<file path="config.mk">
export PLATFORM = sky130hd
export DESIGN_NAME = pkt_width_adapter
export DESIGN_NICKNAME = d
export VERILOG_FILES = /design/src/hw/pkt_pkg.sv /design/src/hw/pkt_width_adapter.sv
export VERILOG_INCLUDE_DIRS = /design/src /design/src/hw
export SDC_FILE = /design/constraint.sdc
export NUM_CORES = 1
export LEC_CHECK = 0
export ABC_AREA = 0
export ABC_CLOCK_PERIOD_IN_PS = 1380
export BUFFER_PORTS_ARGS = -buffer_cell sky130_fd_sc_hd__buf_4
export CORE_AREA = 3 3 76 92
export CTS_BUF_LIST = sky130_fd_sc_hd__clkbuf_2
export DETAILED_ROUTE_END_ITERATION = 10
export DIE_AREA = 0 0 79 95
export PLACE_DENSITY = 0.79
export REMOVE_ABC_BUFFERS = 1
export SYNTH_ARGS = -nofsm -noshare
export SYNTH_HDL_FRONTEND = slang
export SYNTH_SLANG_ARGS = --single-unit
</file>
<file path="constraint.sdc">
create_clock -name clk -period 1.38 [get_ports clk]
set_input_delay 0.138 -clock clk [delete_from_list [all_inputs] [get_ports clk]]
set_output_delay 0.138 -clock clk [all_outputs]
set_load 0.01 [all_outputs]
</file>
<file path="src/hw/pkt_cfg.svh">
`ifndef PKT_CFG_SVH
`define PKT_CFG_SVH

// Snooper side, one 32-bit word per narrow write
`define PKT_IN_WIDTH 32

// Packet memory side, two narrow words per entry
`define PKT_OUT_WIDTH 64

// Narrow word address covers 1024 words
`define PKT_IN_ADDR_WIDTH 10

// Wide address drops the lane select bit
`define PKT_OUT_ADDR_WIDTH 9

// 0 to 4 bytes per narrow word
`define PKT_IN_CNT_WIDTH 3

// 0 to 8 bytes per wide word
`define PKT_OUT_CNT_WIDTH 4

// Up to 4096 bytes in one held packet
`define PKT_LEN_WIDTH 13

`endif
</file>
<file path="src/hw/pkt_pkg.sv">
`include "pkt_cfg.svh"

package pkt_pkg;

   // Snooper to width adapter
   typedef struct packed {
      logic [`PKT_IN_ADDR_WIDTH-1:0] addr;
      logic [`PKT_IN_WIDTH-1:0]      data;
      logic                          wr_en;
      logic [`PKT_IN_CNT_WIDTH-1:0]  byte_cnt;
      logic                          done;
   } narrow_wr_t;

   // Width adapter to packet memory
   typedef struct packed {
      logic [`PKT_OUT_ADDR_WIDTH-1:0] addr;
      logic [`PKT_OUT_WIDTH-1:0]      data;
      logic                           wr_en;
      logic [`PKT_OUT_CNT_WIDTH-1:0]  byte_cnt;
      logic                           done;
   } wide_wr_t;

   typedef enum logic [1:0] {
      IDLE,
      CAPTURE,
      DROP,
      HOLD
   } snoop_state_t;

endpackage

</file>
<file path="src/hw/pkt_width_adapter.sv">
`include "pkt_cfg.svh"

module pkt_width_adapter
   import pkt_pkg::*;
(
   input  logic       clk,
   input  logic       rst,
   input  narrow_wr_t nwr,
   output wide_wr_t   wwr
);

   // Lane 1 is bits 63:32, filled from even narrow addresses
   logic [`PKT_IN_WIDTH-1:0]      lane_q   [2];
   logic [`PKT_IN_WIDTH-1:0]      lane_nxt [2];
   logic                          lane_sel;
   logic [`PKT_OUT_CNT_WIDTH-1:0] acc_q;
   logic [`PKT_OUT_CNT_WIDTH-1:0] cnt_ext;

   assign lane_sel = ~nwr.addr[0];
   assign cnt_ext  = {{(`PKT_OUT_CNT_WIDTH-`PKT_IN_CNT_WIDTH){1'b0}}, nwr.byte_cnt};

   // New data bypasses its lane so the wide write sees it at once
   always_comb begin
      for (int i = 0; i < 2; i++) begin
         if (nwr.wr_en && lane_sel == i[0])
            lane_nxt[i] = nwr.data;
         else
            lane_nxt[i] = lane_q[i];
      end
   end

   always_ff @(posedge clk) begin
      for (int i = 0; i < 2; i++) begin
         if (rst)
            lane_q[i] <= '0;
         else
            lane_q[i] <= lane_nxt[i];
      end
   end

   // Bytes gathered so far in the wide word under construction
   always_ff @(posedge clk) begin
      if (rst || wwr.wr_en)
         acc_q <= '0;
      else if (nwr.wr_en)
         acc_q <= acc_q + cnt_ext;
   end

   always_comb begin
      wwr.addr     = nwr.addr[`PKT_IN_ADDR_WIDTH-1:1];
      wwr.data     = {lane_nxt[1], lane_nxt[0]};
      // Flush on the lower lane or when the packet ends on an upper lane
      wwr.wr_en    = nwr.wr_en && (nwr.addr[0] || nwr.done);
      wwr.byte_cnt = acc_q + cnt_ext;
      wwr.done     = nwr.done;
   end

endmodule

</file>
==> impl_results.md <==
* Detailed Route Iter0 Violations at between 50 and 60
* Endpoints failing hold at 0
* Pin slew with the least headroom to its limit at between 0.2 and 0.3 ns
* FF-to-FF End: acc_q[2]
* Final std cells w/o fill at around 480
* Cells after Synth at around 250
* Worst skew pair latency at 0.46 ns
* Final Net Count at 445
* Period Utilization, post-route at 1.30
* P&R area growth vs syn at 58.6%
* Lkg Pwr at approximately 2.3 nW
* Crit path max-delay family: adder cells
* Largest net degree at the start of global routing at 33
* Min Tclk post-route at about 1.8 ns
* Syn avg cell area at approximately 12 um2
* Final Skew at roughly 0.0094 ns
* Pins over their slew limit at 0
* Mapped cell area at 3020 um2
* DP Area at 3830 um2
* Internal power at ~3.2 mW
* TritonCTS buffer count at 9
* Post-Route WL at between 8000 and 9000 um
* Vias per cell at roughly 4.9
* Critical R2R Launch: acc_q[0]
* VDD IR-drop max at about 0.00056 V
* Clock net sink count at 68
* Flops & latches, synth at between 60 and 70
* Vias in the first global route at roughly 2400
* Worst EP arrival at 1.65 ns
* CTS tree: built
* Initial antenna violation count at 0
* CTS max path bufs at 2
* Gp weighted congestion at between 0.7 and 0.8
* Final Cell Area at approximately 4800 um2
* Max Freq at ~560 MHz
* Hold Path Depth at 3
* CP Class: flop to primary output
* Post-synth EDFFs at 0
* CP cell instances: ha_4 -> fa_2 -> xor2_2 -> buf_4
* Die H at ~95 um
* Seq pwr share at 0.486
* DRC at 0
* Register area share after synthesis at 0.451
* Worst path required time at ~1.2 ns
* Switching Share at 0.260
* Failing checks: setup timing
* # setup viols final at 13
* Comb pwr share at 0.272
* Depth of the CTS H-tree at 3
* RSZ-0062 raised after global routing: yes
* Rows at 31
* Max incr delay on CP at 0.37 ns
* R2r worst-path depth at 6
* Layout cells sized above 1 at 0.605
* Die area at about 7500 um2
* Yosys warns at 0
* Starting Density at 0.493
* Chip width at just under 80 um
* Leading area contributor after synthesis: dfxtp_1
* Placeable core area at 6130 um2
* Wire per inst at 17.2 um
* Top_reg_cell synth: dfxtp_1
* GRT Resource Usage Total at 0.206
* Routed via count at about 2300
* Clock Pin Slew Worst Setup and Hold Paths at 0.16 ns
* Clock power frac at 0.242
* Synth area leaders: dfxtp_1 45%, mux2_4 15%, and2_1 12%
* Startpoint types: flop
* Ys async rst share at 0
* Slew headroom at 0.830
* Inst Count DP at between 400 and 500
* Hpwl dp at 4520 um
* Crit. End Element: primary output
* Worst-path fanout max at 2
* First-pass GRT wire length at approximately 12000 um
* Pre-antenna DRT Iters at 4
* Slowest-stage cell, CP: dfxtp_2
* Ports at between 100 and 150
* IO buf count at between 100 and 150
* Net Sw Power at 1.12 mW
* Hold Startpoint: nwr[33]
* Gr ovfl total at 0
* Max_cap viols at 0
* Pwr per Cell Area at about 900 nW/um2
* Clk root buf: clkbuf_2
* WHS Endpoint: lane_q[1][28]
* Buf/Inv on CP at 1
* Min setup slack post-route at -0.411 ns
* Unique masters post-synth at 25
* FF-to-FF setup slack at -0.05 ns
* Area share of the largest cell type after synthesis at 0.451
* Worst hold path type: input port to flop
* Status: complete, but fails checks
* Antenna cells at 0
* Post-DRT Antenna Nets at 0
cell type report:
class / instances / area (um2)
multi-input cells: 155 / 1630
repair buffers: 157 / 1560
fillers: 400 / 1340
well taps: 82 / 103
flip-flops and latches: 68 / 1390
clock inverters: 4 / 42.5
clock buffers: 10 / 50.0
inverters: 1 / 3.75
flip-flops by register name, indices dropped and copies added (netlist names):
| name | cells |
|---|---|
| lane_q | 64 |
| acc_q | 4 |
metal layers:
layer / up-vias / wire [um] / GRT usage
met4: 0 / 119 / 0.0903
met5: - / 0 / 0
li1: 1094 / - / -
met3: 10 / 552 / 0.0677
met1: 1128 / 3190 / 0.231
met2: 94 / 4370 / 0.357
worst max path at each step:
stage / startpoint / end / slack [ns] / cells past startpoint
2_1_floorplan: nwr[37] / lane_q[1][25] / -0.71 / 3
3_3_place_gp: acc_q[0] / acc_q[2] / 0.02 / 5
3_5_place_dp: acc_q[0] / acc_q[2] / -0.03 / 5
4_1_cts: acc_q[0] / wwr[3] / -0.45 / 4
5_1_grt: acc_q[2] / wwr[4] / -0.59 / 5
6_report: acc_q[0] / wwr[3] / -0.41 / 4
cell families after synthesis:
| family | after synthesis | share of synthesized area |
|---|---|---|
| simple gates | 79 | 0.166 |
| flops | 68 | 0.451 |
| mux | 64 | 0.276 |
| buf+inv | 26 | 0.0713 |
| compound gates | 6 | 0.0112 |
| fa+ha+maj | 4 | 0.0191 |
| xor+xnor | 2 | 0.00580 |
power by group through the flow:
stage,logic [mW],registers (mW),clock network [mW]
after floorplan,0.433,2.11,0
after global placement,0.842,2.12,0
after detailed placement,0.855,2.12,0
after CTS,1.08,2.09,1.08
after global routing,1.24,2.10,1.18
final,1.17,2.09,1.04
per-stage QoR:
step / utilization / power [mW] / worst slack [ns] / hold slack, ns / TNS [ns]
global route: 0.781 / 4.52 / -0.589 / 0.0310 / -4.40
detailed placement: 0.626 / 2.98 / -0.0314 / 0.276 / -0.0314
global placement: 0.626 / 2.96 / 0.0204 / 0.276 / 0
floorplan: - / 2.55 / -0.706 / 0.207 / -36.55
finish: 0.781 / 4.31 / -0.411 / 0.0653 / -1.37
CTS: 0.749 / 4.24 / -0.449 / 0.000756 / -1.47
synthesized netlist by cell type (2+ instances only):
library cell	n
a21oi_1	5
and2_1	56
and2_4	2
buf_12	3
buf_4	12
buf_6	3
clkbuf_1	6
dfxtp_1	68
ha_1	3
mux2_1	6
mux2_2	28
mux2_4	30
nand2b_1	4
nand3_1	4
nor2b_1	8
xor2_1	2
cell usage in the layout (no fill, tap or decap), types with 2 or more instances in the layout:
cell type      instances
a21oi_1                2
a21oi_2                3
and2_1                56
and2_4                 2
buf_12                 4
buf_4                 53
buf_6                 67
clkbuf_2              10
clkinv_1               2
dfxtp_1               43
dfxtp_2               25
dlygate4sd3_1         33
ha_4                   2
mux2_4                64
nand2b_1               3
nand3_2                3
nor2b_1                8
worst register-to-register path, stage by stage (launching register included):
cell,delay (ns)
dfxtp_2,0.37
ha_4,0.16
fa_2,0.35
xor2_2,0.16
buf_4,0.14
nand3_2,0.07
a21oi_2,0.12
timing repair:
| action | 4_1_cts | 5_1_grt |
|---|---|---|
| hold buffers | 33 | 1 |
| endpoints found under the setup margin | 58 | 71 |
| pin swaps | 3 | 2 |
| endpoints found under the hold margin | 58 | 1 |
| resized for setup | 92 | 46 |
| setup buffers | 2 | 6 |
No activity file was read; power rests on OpenSTA's default activity.
