===== src/hw/pkt_cfg.svh =====
`ifndef PKT_CFG_SVH
`define PKT_CFG_SVH

// Snooper side, one 32-bit word per narrow write
`define PKT_IN_WIDTH 32

// Packet memory side, two narrow words per entry
`define PKT_OUT_WIDTH 64

// Narrow word address covers 1024 words
`define PKT_IN_ADDR_WIDTH 10

// Wide address drops the lane select bit
`define PKT_OUT_ADDR_WIDTH 9

// 0 to 4 bytes per narrow word
`define PKT_IN_CNT_WIDTH 3

// 0 to 8 bytes per wide word
`define PKT_OUT_CNT_WIDTH 4

// Up to 4096 bytes in one held packet
`define PKT_LEN_WIDTH 13

`endif

===== src/hw/pkt_pkg.sv =====
`include "pkt_cfg.svh"

package pkt_pkg;

   // Snooper to width adapter
   typedef struct packed {
      logic [`PKT_IN_ADDR_WIDTH-1:0] addr;
      logic [`PKT_IN_WIDTH-1:0]      data;
      logic                          wr_en;
      logic [`PKT_IN_CNT_WIDTH-1:0]  byte_cnt;
      logic                          done;
   } narrow_wr_t;

   // Width adapter to packet memory
   typedef struct packed {
      logic [`PKT_OUT_ADDR_WIDTH-1:0] addr;
      logic [`PKT_OUT_WIDTH-1:0]      data;
      logic                           wr_en;
      logic [`PKT_OUT_CNT_WIDTH-1:0]  byte_cnt;
      logic                           done;
   } wide_wr_t;

   typedef enum logic [1:0] {
      IDLE,
      CAPTURE,
      DROP,
      HOLD
   } snoop_state_t;

endpackage


===== src/hw/pkt_snooper.sv =====
`include "pkt_cfg.svh"

module pkt_snooper
   import pkt_pkg::*;
(
   input  logic                         clk,
   input  logic                         rst,
   input  logic [`PKT_IN_WIDTH-1:0]     word,
   input  logic                         word_valid,
   input  logic                         word_last,
   input  logic [`PKT_IN_CNT_WIDTH-1:0] word_bytes,
   input  logic                         pkt_ack,
   output narrow_wr_t                   nwr,
   output logic [7:0]                   drop_count
);

   snoop_state_t                  state;
   logic [`PKT_IN_ADDR_WIDTH-1:0] wr_addr;
   logic                          sat;
   logic                          release_q;
   logic                          take;
   logic                          pkt_end;

   logic                          wr_en_q;
   logic                          done_q;
   logic [`PKT_IN_ADDR_WIDTH-1:0] addr_q;
   logic [`PKT_IN_WIDTH-1:0]      data_q;
   logic [`PKT_IN_CNT_WIDTH-1:0]  cnt_q;

   // Words are written only while capturing and below the memory end
   assign take    = word_valid && (state == IDLE || (state == CAPTURE && !sat));
   assign pkt_end = word_valid && word_last && (state == IDLE || state == CAPTURE);

   always_ff @(posedge clk) begin
      if (rst) begin
         state      <= IDLE;
         wr_addr    <= '0;
         sat        <= 1'b0;
         release_q  <= 1'b0;
         wr_en_q    <= 1'b0;
         done_q     <= 1'b0;
         drop_count <= '0;
      end else begin
         wr_en_q <= take;
         done_q  <= pkt_end;

         // Address restarts at zero for the next captured packet
         if (pkt_end) begin
            wr_addr <= '0;
            sat     <= 1'b0;
         end else if (take) begin
            wr_addr <= wr_addr + 1'b1;
            if (&wr_addr)
               sat <= 1'b1;
         end

         case (state)
            IDLE: begin
               if (word_valid)
                  state <= word_last ? HOLD : CAPTURE;
            end
            CAPTURE: begin
               if (word_valid && word_last)
                  state <= HOLD;
            end
            HOLD: begin
               if (word_valid && word_last) begin
                  drop_count <= drop_count + 1'b1;
                  state      <= pkt_ack ? IDLE : HOLD;
               end else if (word_valid) begin
                  // Remember a release that lands mid-drop
                  release_q <= pkt_ack;
                  state     <= DROP;
               end else if (pkt_ack) begin
                  state <= IDLE;
               end
            end
            DROP: begin
               if (word_valid && word_last) begin
                  drop_count <= drop_count + 1'b1;
                  release_q  <= 1'b0;
                  state      <= (release_q || pkt_ack) ? IDLE : HOLD;
               end else if (pkt_ack) begin
                  release_q <= 1'b1;
               end
            end
            default: state <= IDLE;
         endcase
      end
   end

   // Payload, byte count is zero on a bare done
   always_ff @(posedge clk) begin
      cnt_q <= take ? word_bytes : '0;
      if (take) begin
         addr_q <= wr_addr;
         data_q <= word;
      end
   end

   assign nwr = '{addr: addr_q, data: data_q, wr_en: wr_en_q, byte_cnt: cnt_q, done: done_q};

endmodule


===== config.mk =====
export PLATFORM = sky130hd
export DESIGN_NAME = pkt_snooper
export DESIGN_NICKNAME = d
export VERILOG_FILES = /design/src/hw/pkt_pkg.sv /design/src/hw/pkt_snooper.sv
export VERILOG_INCLUDE_DIRS = /design/src /design/src/hw
export SDC_FILE = /design/constraint.sdc
export NUM_CORES = 1
export LEC_CHECK = 0
export ABC_AREA = 1
export BUFFER_PORTS_ARGS = -buffer_cell sky130_fd_sc_hd__buf_2
export CORE_MARGIN = 2
export CORE_UTILIZATION = 52
export CTS_CLUSTER_DIAMETER = 30
export DETAILED_ROUTE_END_ITERATION = 16
export GPL_TIMING_DRIVEN = 0
export PLACE_DENSITY = 0.81
export SLEW_MARGIN = 30
export SYNTH_ARGS = -nofsm -noshare
export SYNTH_HDL_FRONTEND = slang
export SYNTH_SLANG_ARGS = --single-unit

===== constraint.sdc =====
create_clock -name clk -period 5.4 [get_ports clk]
set_input_delay 0.54 -clock clk [delete_from_list [all_inputs] [get_ports clk]]
set_output_delay 0.54 -clock clk [all_outputs]
set_load 0.005 [all_outputs]

==> results of run 1 <==
-- power by group through the flow --
stage / Clock, W / Sequential (W) / Combinational [W]
2_1_floorplan: 0 / 0.000633 / 0.0000610
3_3_place_gp: 0 / 0.000628 / 0.000123
3_5_place_dp: 0 / 0.000628 / 0.000132
4_1_cts: 0.000450 / 0.000617 / 0.000135
5_1_grt: 0.000469 / 0.000621 / 0.000149
6_report: 0.000438 / 0.000617 / 0.000133
-- worst max-delay path, delay by kind of cell (launching register included) --
family | cells | cell delay, ns
compound gates | 1 | 0.06
buf+inv | 4 | 0.95
simple gates | 3 | 0.28
flops | 1 | 0.30
-- layout make-up --
type / count / area, um^2 / area share
inverter: 25 / 96.3 / 0.0282
buffer: 5 / 41.3 / 0.0121
timing repair buffer: 94 / 493 / 0.144
clock inverter: 7 / 90.1 / 0.0264
sequential: 69 / 1800 / 0.527
tap: 67 / 83.8 / 0.0245
clock buffer: 9 / 124 / 0.0362
multi-input combinational: 137 / 688 / 0.201
-- sequential cells by signal, indices dropped and copies added, names as in the netlist --
| name | cells |
|---|---|
| sat | 1 |
| wr_addr | 10 |
| addr_q | 10 |
| data_q | 32 |
| cnt_q | 3 |
| done_q | 1 |
| state | 2 |
| release_q | 1 |
| wr_en_q | 1 |
| drop_count | 8 |
-- cell usage in the layout (no fill, tap or decap), types with 2 or more instances in the layout --
cell type	instances
nand2_1	53
clkbuf_8	9
buf_4	4
inv_2	2
edfxtp_1	42
buf_2	93
ha_1	2
dfxtp_1	27
nor3_1	5
nor2_1	22
o21ai_0	9
a21oi_1	18
nand3b_1	2
clkinv_2	2
bufinv_16	2
nand3_1	12
inv_1	22
-- stage by stage --
| stage | setup slack (ns) | std cells | hold slack [ns] |
|---|---|---|---|
| after floorplan | 3.43 | 236 | 0.437 |
| after global placement | 2.88 | 396 | 0.452 |
| after detailed placement | 3.54 | 397 | 0.458 |
| after CTS | 3.68 | 413 | 0.361 |
| after global routing | 3.56 | 413 | 0.362 |
| final | 3.68 | 413 | 0.384 |
-- worst min-delay path by stage --
stage | from | to | slack [ns]
floorplan | release_q | release_q | 0.44
detailed placement | release_q | release_q | 0.46
global placement | release_q | release_q | 0.45
CTS | word[25] | data_q[25] | 0.36
global route | word[28] | data_q[28] | 0.36
finish | word[25] | data_q[25] | 0.38
-- metal layers --
metal  vias up  track usage
met4         0       0.0913
met3         6       0.0629
met2        81        0.334
met5         -            0
met1       908        0.224
li1       1000            -
-- cell families after synthesis --
| logic type | count (synthesis) | synth area share |
|---|---|---|
| and+or+nand+nor | 104 | 0.187 |
| DFF | 69 | 0.686 |
| AOI/OAI and AO/OA | 31 | 0.0657 |
| buffers and inverters | 30 | 0.0524 |
| adders and majority gates | 2 | 0.00952 |
==> flow_summary_export.csv, run 1 <==
group,metric,value,unit
run_status,status,"finished clean",
clocking,clk_pin_slew_worst_paths,0.07,ns
clocking,cts_buffer_depth,2,
timing,fin_crit,1.72,ns
power,clkPwrFrac,0.369,
grt,grt_antenna_before_repair,0,
detailed_routing,drtPass1Iterations,4,
finish,syn2layout_area_growth,30.1,%
setup_path,rr_startpoint,"state[1]",
finish,nets,383,
power,swShare,0.228,
setup_path,cp-start-kind,"register",
setup_path,crit_end,"wr_addr[6]",
floorplan,die_area,5640,um^2
clocking,insertion_delay,0.33,ns
finish,post_route_cells_drive_above_1_share,0.370,
detailed_routing,top_layer,"met4",
timing,hold_viol_final,0,
worst_hold_path,min_path_cells,1,
clocking,htreeDepth,3,
timing,setup_viol,0,
timing,worst_pin_slew,0.536,ns
finish,n_antenna_cell,0,
power,power.total,0.00119,W
clocking,cts_resized,0,
grt,grt_pass1_wl,8090,um
timing,fmax,580,MHz
clocking,post_cts_buffers,0,
setup_path,crit_path_cell_trace,"buf_4 -> inv_4 -> nand3_4 -> inv_2 -> buf_16 -> nand3_1 -> nand2_1 -> a21oi_1",
logic_synthesis,yosysTopAreaCellShare,0.480,
logic_synthesis,synth_warnings,0,
power,peakVddDrop,228,uV
worst_hold_path,hold_path_class,"input port to register",
timing,fin_crit_sh,0.319,
setup_path,required,5.60,ns
power,seq_power_share,0.519,
setup_path,crit_slowest_cell,"inv_2",
timing,rsz0062_at_grt,"false",
detailed_routing,wl_met1,2160,um
floorplan,ios,95,
logic_synthesis,syn_area,2630,um^2
logic_synthesis,synth_edf_count,42,
detailed_routing,dr.first_iter.drc_count,107,
detailed_routing,routed_wl,5310,um
power,p_per_area,348,nW/um^2
grt,grt_max_degree,26,
floorplan,rows,25,
logic_synthesis,yosys_most_used_dff,"edfxtp_1",
placement,placed_area,3200,um^2
clocking,clockRootBuffer,"clkbuf_8",
logic_synthesis,seq_area_frac_synth,0.686,
logic_synthesis,synth_nets,278,
setup_path,r2r_setup_slack,3.68,ns
setup_path,reg2reg_to,"wr_addr[6]",
logic_synthesis,synthTopCellsByCount,"nand2_1, edfxtp_1, dfxtp_1, inv_1, nor2_1",
finish,fillers,349,
floorplan,core,4790,um^2
logic_synthesis,synth.avg_cell_area,11.1,um^2
setup_path,cp-startpoint,"state[1]",
detailed_routing,ant_nets,0,
power,comb_power_share,0.112,
timing,skew,0.00560,ns
grt,groute.usage.overall,0.196,
setup_path,worst_r2r_path_depth,8,
setup_path,worstSetupEndpointType,"register",
floorplan,start_util,0.549,
logic_synthesis,synth_seq_cells,69,
logic_synthesis,syn_inst,236,
placement,hpwl,3780,um
setup_path,worstPathArrival,1.93,ns
detailed_routing,drc,0,
detailed_routing,route.met3.wl,503,um
logic_synthesis,ys_types,29,
clocking,clkSinkCount,69,
detailed_routing,viasPerCell,4.83,
setup_path,cp_max_fo,25,
timing,slew_viol_final,0,
clocking,cts_tree,"yes",
finish,design_area,3420,um^2
floorplan,fp.dieW,75.1,um
timing,relSlewSlack,0.642,
clocking,ctsHoldBuffers,0,
power,p_switching,0.000271,W
detailed_routing,wl_per_cell,12.8,um
setup_path,crit_type,"register to register",
timing,tns,0,ns
detailed_routing,route.met2.wl,2580,um
setup_path,slowest_delay,0.42,ns
power,p_leak,1.48,nW
grt,grt_pass1_vias,1808,
power,power.internal,0.000917,W
logic_synthesis,synth_most_common_cell,"nand2_1",
clocking,cts-buffers-inserted,9,
logic_synthesis,async_flop_share,0,
logic_synthesis,ys_top_cells_by_area,"edfxtp_1, dfxtp_1, nand2_1",
flow_run,drv_cap,0,
placement,routabilityCongestion,0.795,
placement,io_buffers,93,
grt,overflow,0,
detailed_routing,dr_total_vias,1995,
finish,final_util,0.714,
logic_synthesis,synth_area_leader_cell,"edfxtp_1",
floorplan,die_h,75.1,um
Note: power is estimated with default switching activity, not from simulation.
==> run 2: changes to the inputs <==
--- a/config.mk
+++ b/config.mk
@@ -9,11 +9,11 @@
 export ABC_AREA = 1
 export BUFFER_PORTS_ARGS = -buffer_cell sky130_fd_sc_hd__buf_2
 export CORE_MARGIN = 2
-export CORE_UTILIZATION = 52
+export CORE_UTILIZATION = 44
 export CTS_CLUSTER_DIAMETER = 30
 export DETAILED_ROUTE_END_ITERATION = 16
 export GPL_TIMING_DRIVEN = 0
-export PLACE_DENSITY = 0.81
+export PLACE_DENSITY = 0.73
 export SLEW_MARGIN = 30
 export SYNTH_ARGS = -nofsm -noshare
 export SYNTH_HDL_FRONTEND = slang
==> constraint.sdc (replaced) <==
create_clock -name clk -period 1.4 [get_ports clk]
set_input_delay 0.14 -clock clk [delete_from_list [all_inputs] [get_ports clk]]
set_output_delay 0.14 -clock clk [all_outputs]
set_load 0.005 [all_outputs]
==> run 2 against run 1 <==
  * Critical path depth decreased by 4
  * Global-route usage down 0.16 points
  * Final area rose by 13%
  * Flip-flop and latch count unchanged
  * Critical path type unchanged
  * Largest cell class unchanged
  * Highest routed layer unchanged
==> flow_summary_export.csv, run 2 (synthesis results as in run 1) <==
group,metric,value,unit
setup_path,cpLargestDelayFamily,"simple AND/OR/NAND/NOR gates",
floorplan,start_util,0.449,
floorplan,core,5850,um^2
detailed_routing,dr_total_vias,2207,
timing,fin_crit_sh,0.989,
clocking,cts-buffers-inserted,9,
setup_path,slowest_delay,0.37,ns
clocking,clkSinkCount,69,
finish,top_register,"data_q",
timing,tns,0,ns
power,peakVddDrop,768,uV
worst_hold_path,min_path_cells,3,
placement,routabilityCongestion,0.847,
finish,final_cell_mix,"buf_2, nand2_1, edfxtp_1",
clocking,clk_pin_slew_worst_paths,0.07,ns
floorplan,die_h,81.3,um
setup_path,cp-startpoint,"state[0]",
clocking,clockRootBuffer,"clkbuf_8",
worst_hold_path,min_from,"word_bytes[0]",
run_status,status,"finished clean",
detailed_routing,routed_wl,6420,um
grt,grt_max_degree,13,
setup_path,worstSetupEndpointType,"register",
power,p_per_area,1270,nW/um^2
worst_hold_path,hold_path_class,"input port to register",
setup_path,cp_max_fo,10,
timing,skew,0.0114,ns
setup_path,crit_buf_inv,2,
clocking,insertion_delay,0.33,ns
finish,reg_top3,"data_q: 32 flops, addr_q: 10 flops, wr_addr: 10 flops",
floorplan,ios,95,
finish,post_route_cells_drive_above_1_share,0.365,
finish,n_antenna_cell,0,
detailed_routing,drtPass1Iterations,4,
detailed_routing,dr.first_iter.drc_count,117,
detailed_routing,drc,0,
setup_path,crit_slowest_cell,"dfxtp_4",
timing,worst_pin_slew,0.362,ns
finish,largest_reg_flops,32,
clocking,htreeDepth,3,
grt,grt_pass1_wl,9490,um
detailed_routing,wl_per_cell,13.9,um
placement,placed_cells,404,
finish,final_common_cell,"buf_2",
finish,nets,423,
setup_path,worstPathArrival,1.43,ns
setup_path,cp.depth,4,
grt,grt_antenna_before_repair,0,
finish,syn2layout_area_growth,47.5,%
grt,groute.usage.overall,0.195,
timing,hold_viol_final,0,
flow_run,drv_cap,0,
setup_path,crit_type,"register to register",
grt,overflow,0,
timing,relSlewSlack,0.758,
timing,rsz0062_at_grt,"false",
setup_path,crit_path_cell_trace,"nand2_1 -> nand3_2 -> clkinvlp_4 -> buf_12",
timing,fin_crit,1.39,ns
power,power.total,0.00493,W
detailed_routing,ant_nets,0,
grt,grt_pass1_vias,2028,
placement,hpwl,3670,um
timing,slew_viol_final,0,
setup_path,worst_r2r_path_depth,4,
finish,stdcell_count,461,
placement,io_buffers,93,
detailed_routing,viasPerCell,4.79,
clocking,cts_tree,"yes",
setup_path,rr_startpoint,"state[0]",
floorplan,die_area,6610,um^2
timing,setup_viol,0,
setup_path,required,1.44,ns
floorplan,rows,28,
clocking,cts_buffer_depth,2,
floorplan,fp.dieW,81.3,um
power,p_leak,1.65,nW
setup_path,cp-start-kind,"register",
timing,fmax,722,MHz
## run 2: changes by cell type in the layout (fill, tap and decap cells not counted), sizes merged
cell	previous run	this run
dlygate4sd3	0	33
buf	99	102
clkinvlp	1	4
bufinv	2	3
clkbuf	9	10
clkinv	4	3
inv	25	24
nand3	14	15
## run 2: final cells by class
| cell class | count | area (um^2) |
|---|---|---|
| multi-input cells | 138 | 719 |
| clock buffers | 10 | 128 |
| flip-flops and latches | 69 | 1810 |
| clock inverters | 6 | 103 |
| well taps | 75 | 93.8 |
| inverters | 25 | 105 |
| repair inverters | 3 | 22.5 |
| plain buffers | 5 | 45.0 |
| repair buffers | 130 | 851 |
| fillers | 402 | 1970 |
## run 2: power breakdown
group,internal (W),total [W],switching [W]
clock,0.00117,0.00188,0.000714
combinational,0.000306,0.000657,0.000350
sequential,0.00233,0.00239,0.0000537
total,0.00381,0.00493,0.00112
## run 2: repair_timing
| item | in CTS | in global routing |
|---|---|---|
| setup buffers | 2 | 2 |
| hold endpoints to repair | 32 | 1 |
| cloned | 3 | 1 |
| endpoints found under the setup margin | 46 | 29 |
| hold buffers | 32 | 1 |
| gates resized for setup | 6 | 5 |
| pin swaps | 1 | 0 |
## run 2: worst register-to-register path: cells and delay by family, from the launching register on
family,cells,cell delay [ns]
and+or+nand+nor,2,0.38
buffers and inverters,2,0.35
DFF,1,0.37
## run 2: stage by stage
stage | util | setup WS [ns] | hold slack (ns) | instance area (um^2)
after floorplan | - | -0.245 | 0.239 | 2650
after global placement | 0.548 | -0.563 | 0.317 | 3200
after detailed placement | 0.548 | -0.627 | 0.318 | 3200
after CTS | 0.652 | 0.00419 | 0.000290 | 3810
after global routing | 0.663 | 0.00853 | 0.0169 | 3880
final | 0.663 | 0.0149 | 0.0211 | 3880
## run 2: layer usage
| metal | vias up | wire [um] | GRT usage |
|---|---|---|---|
| li1 | 1083 | - | - |
| met4 | 0 | 70 | 0.0763 |
| met5 | - | 0 | 0 |
| met3 | 9 | 508 | 0.0578 |
| met2 | 97 | 3230 | 0.341 |
| met1 | 1018 | 2610 | 0.222 |
## run 2: final timing paths
| check | end | slack, ns |
|---|---|---|
| min | cnt_q[0] | 0.02 |
| max | data_q[21] | 0.01 |
| max reg2reg | data_q[21] | 0.01 |
| min reg2reg | addr_q[1] | 0.46 |
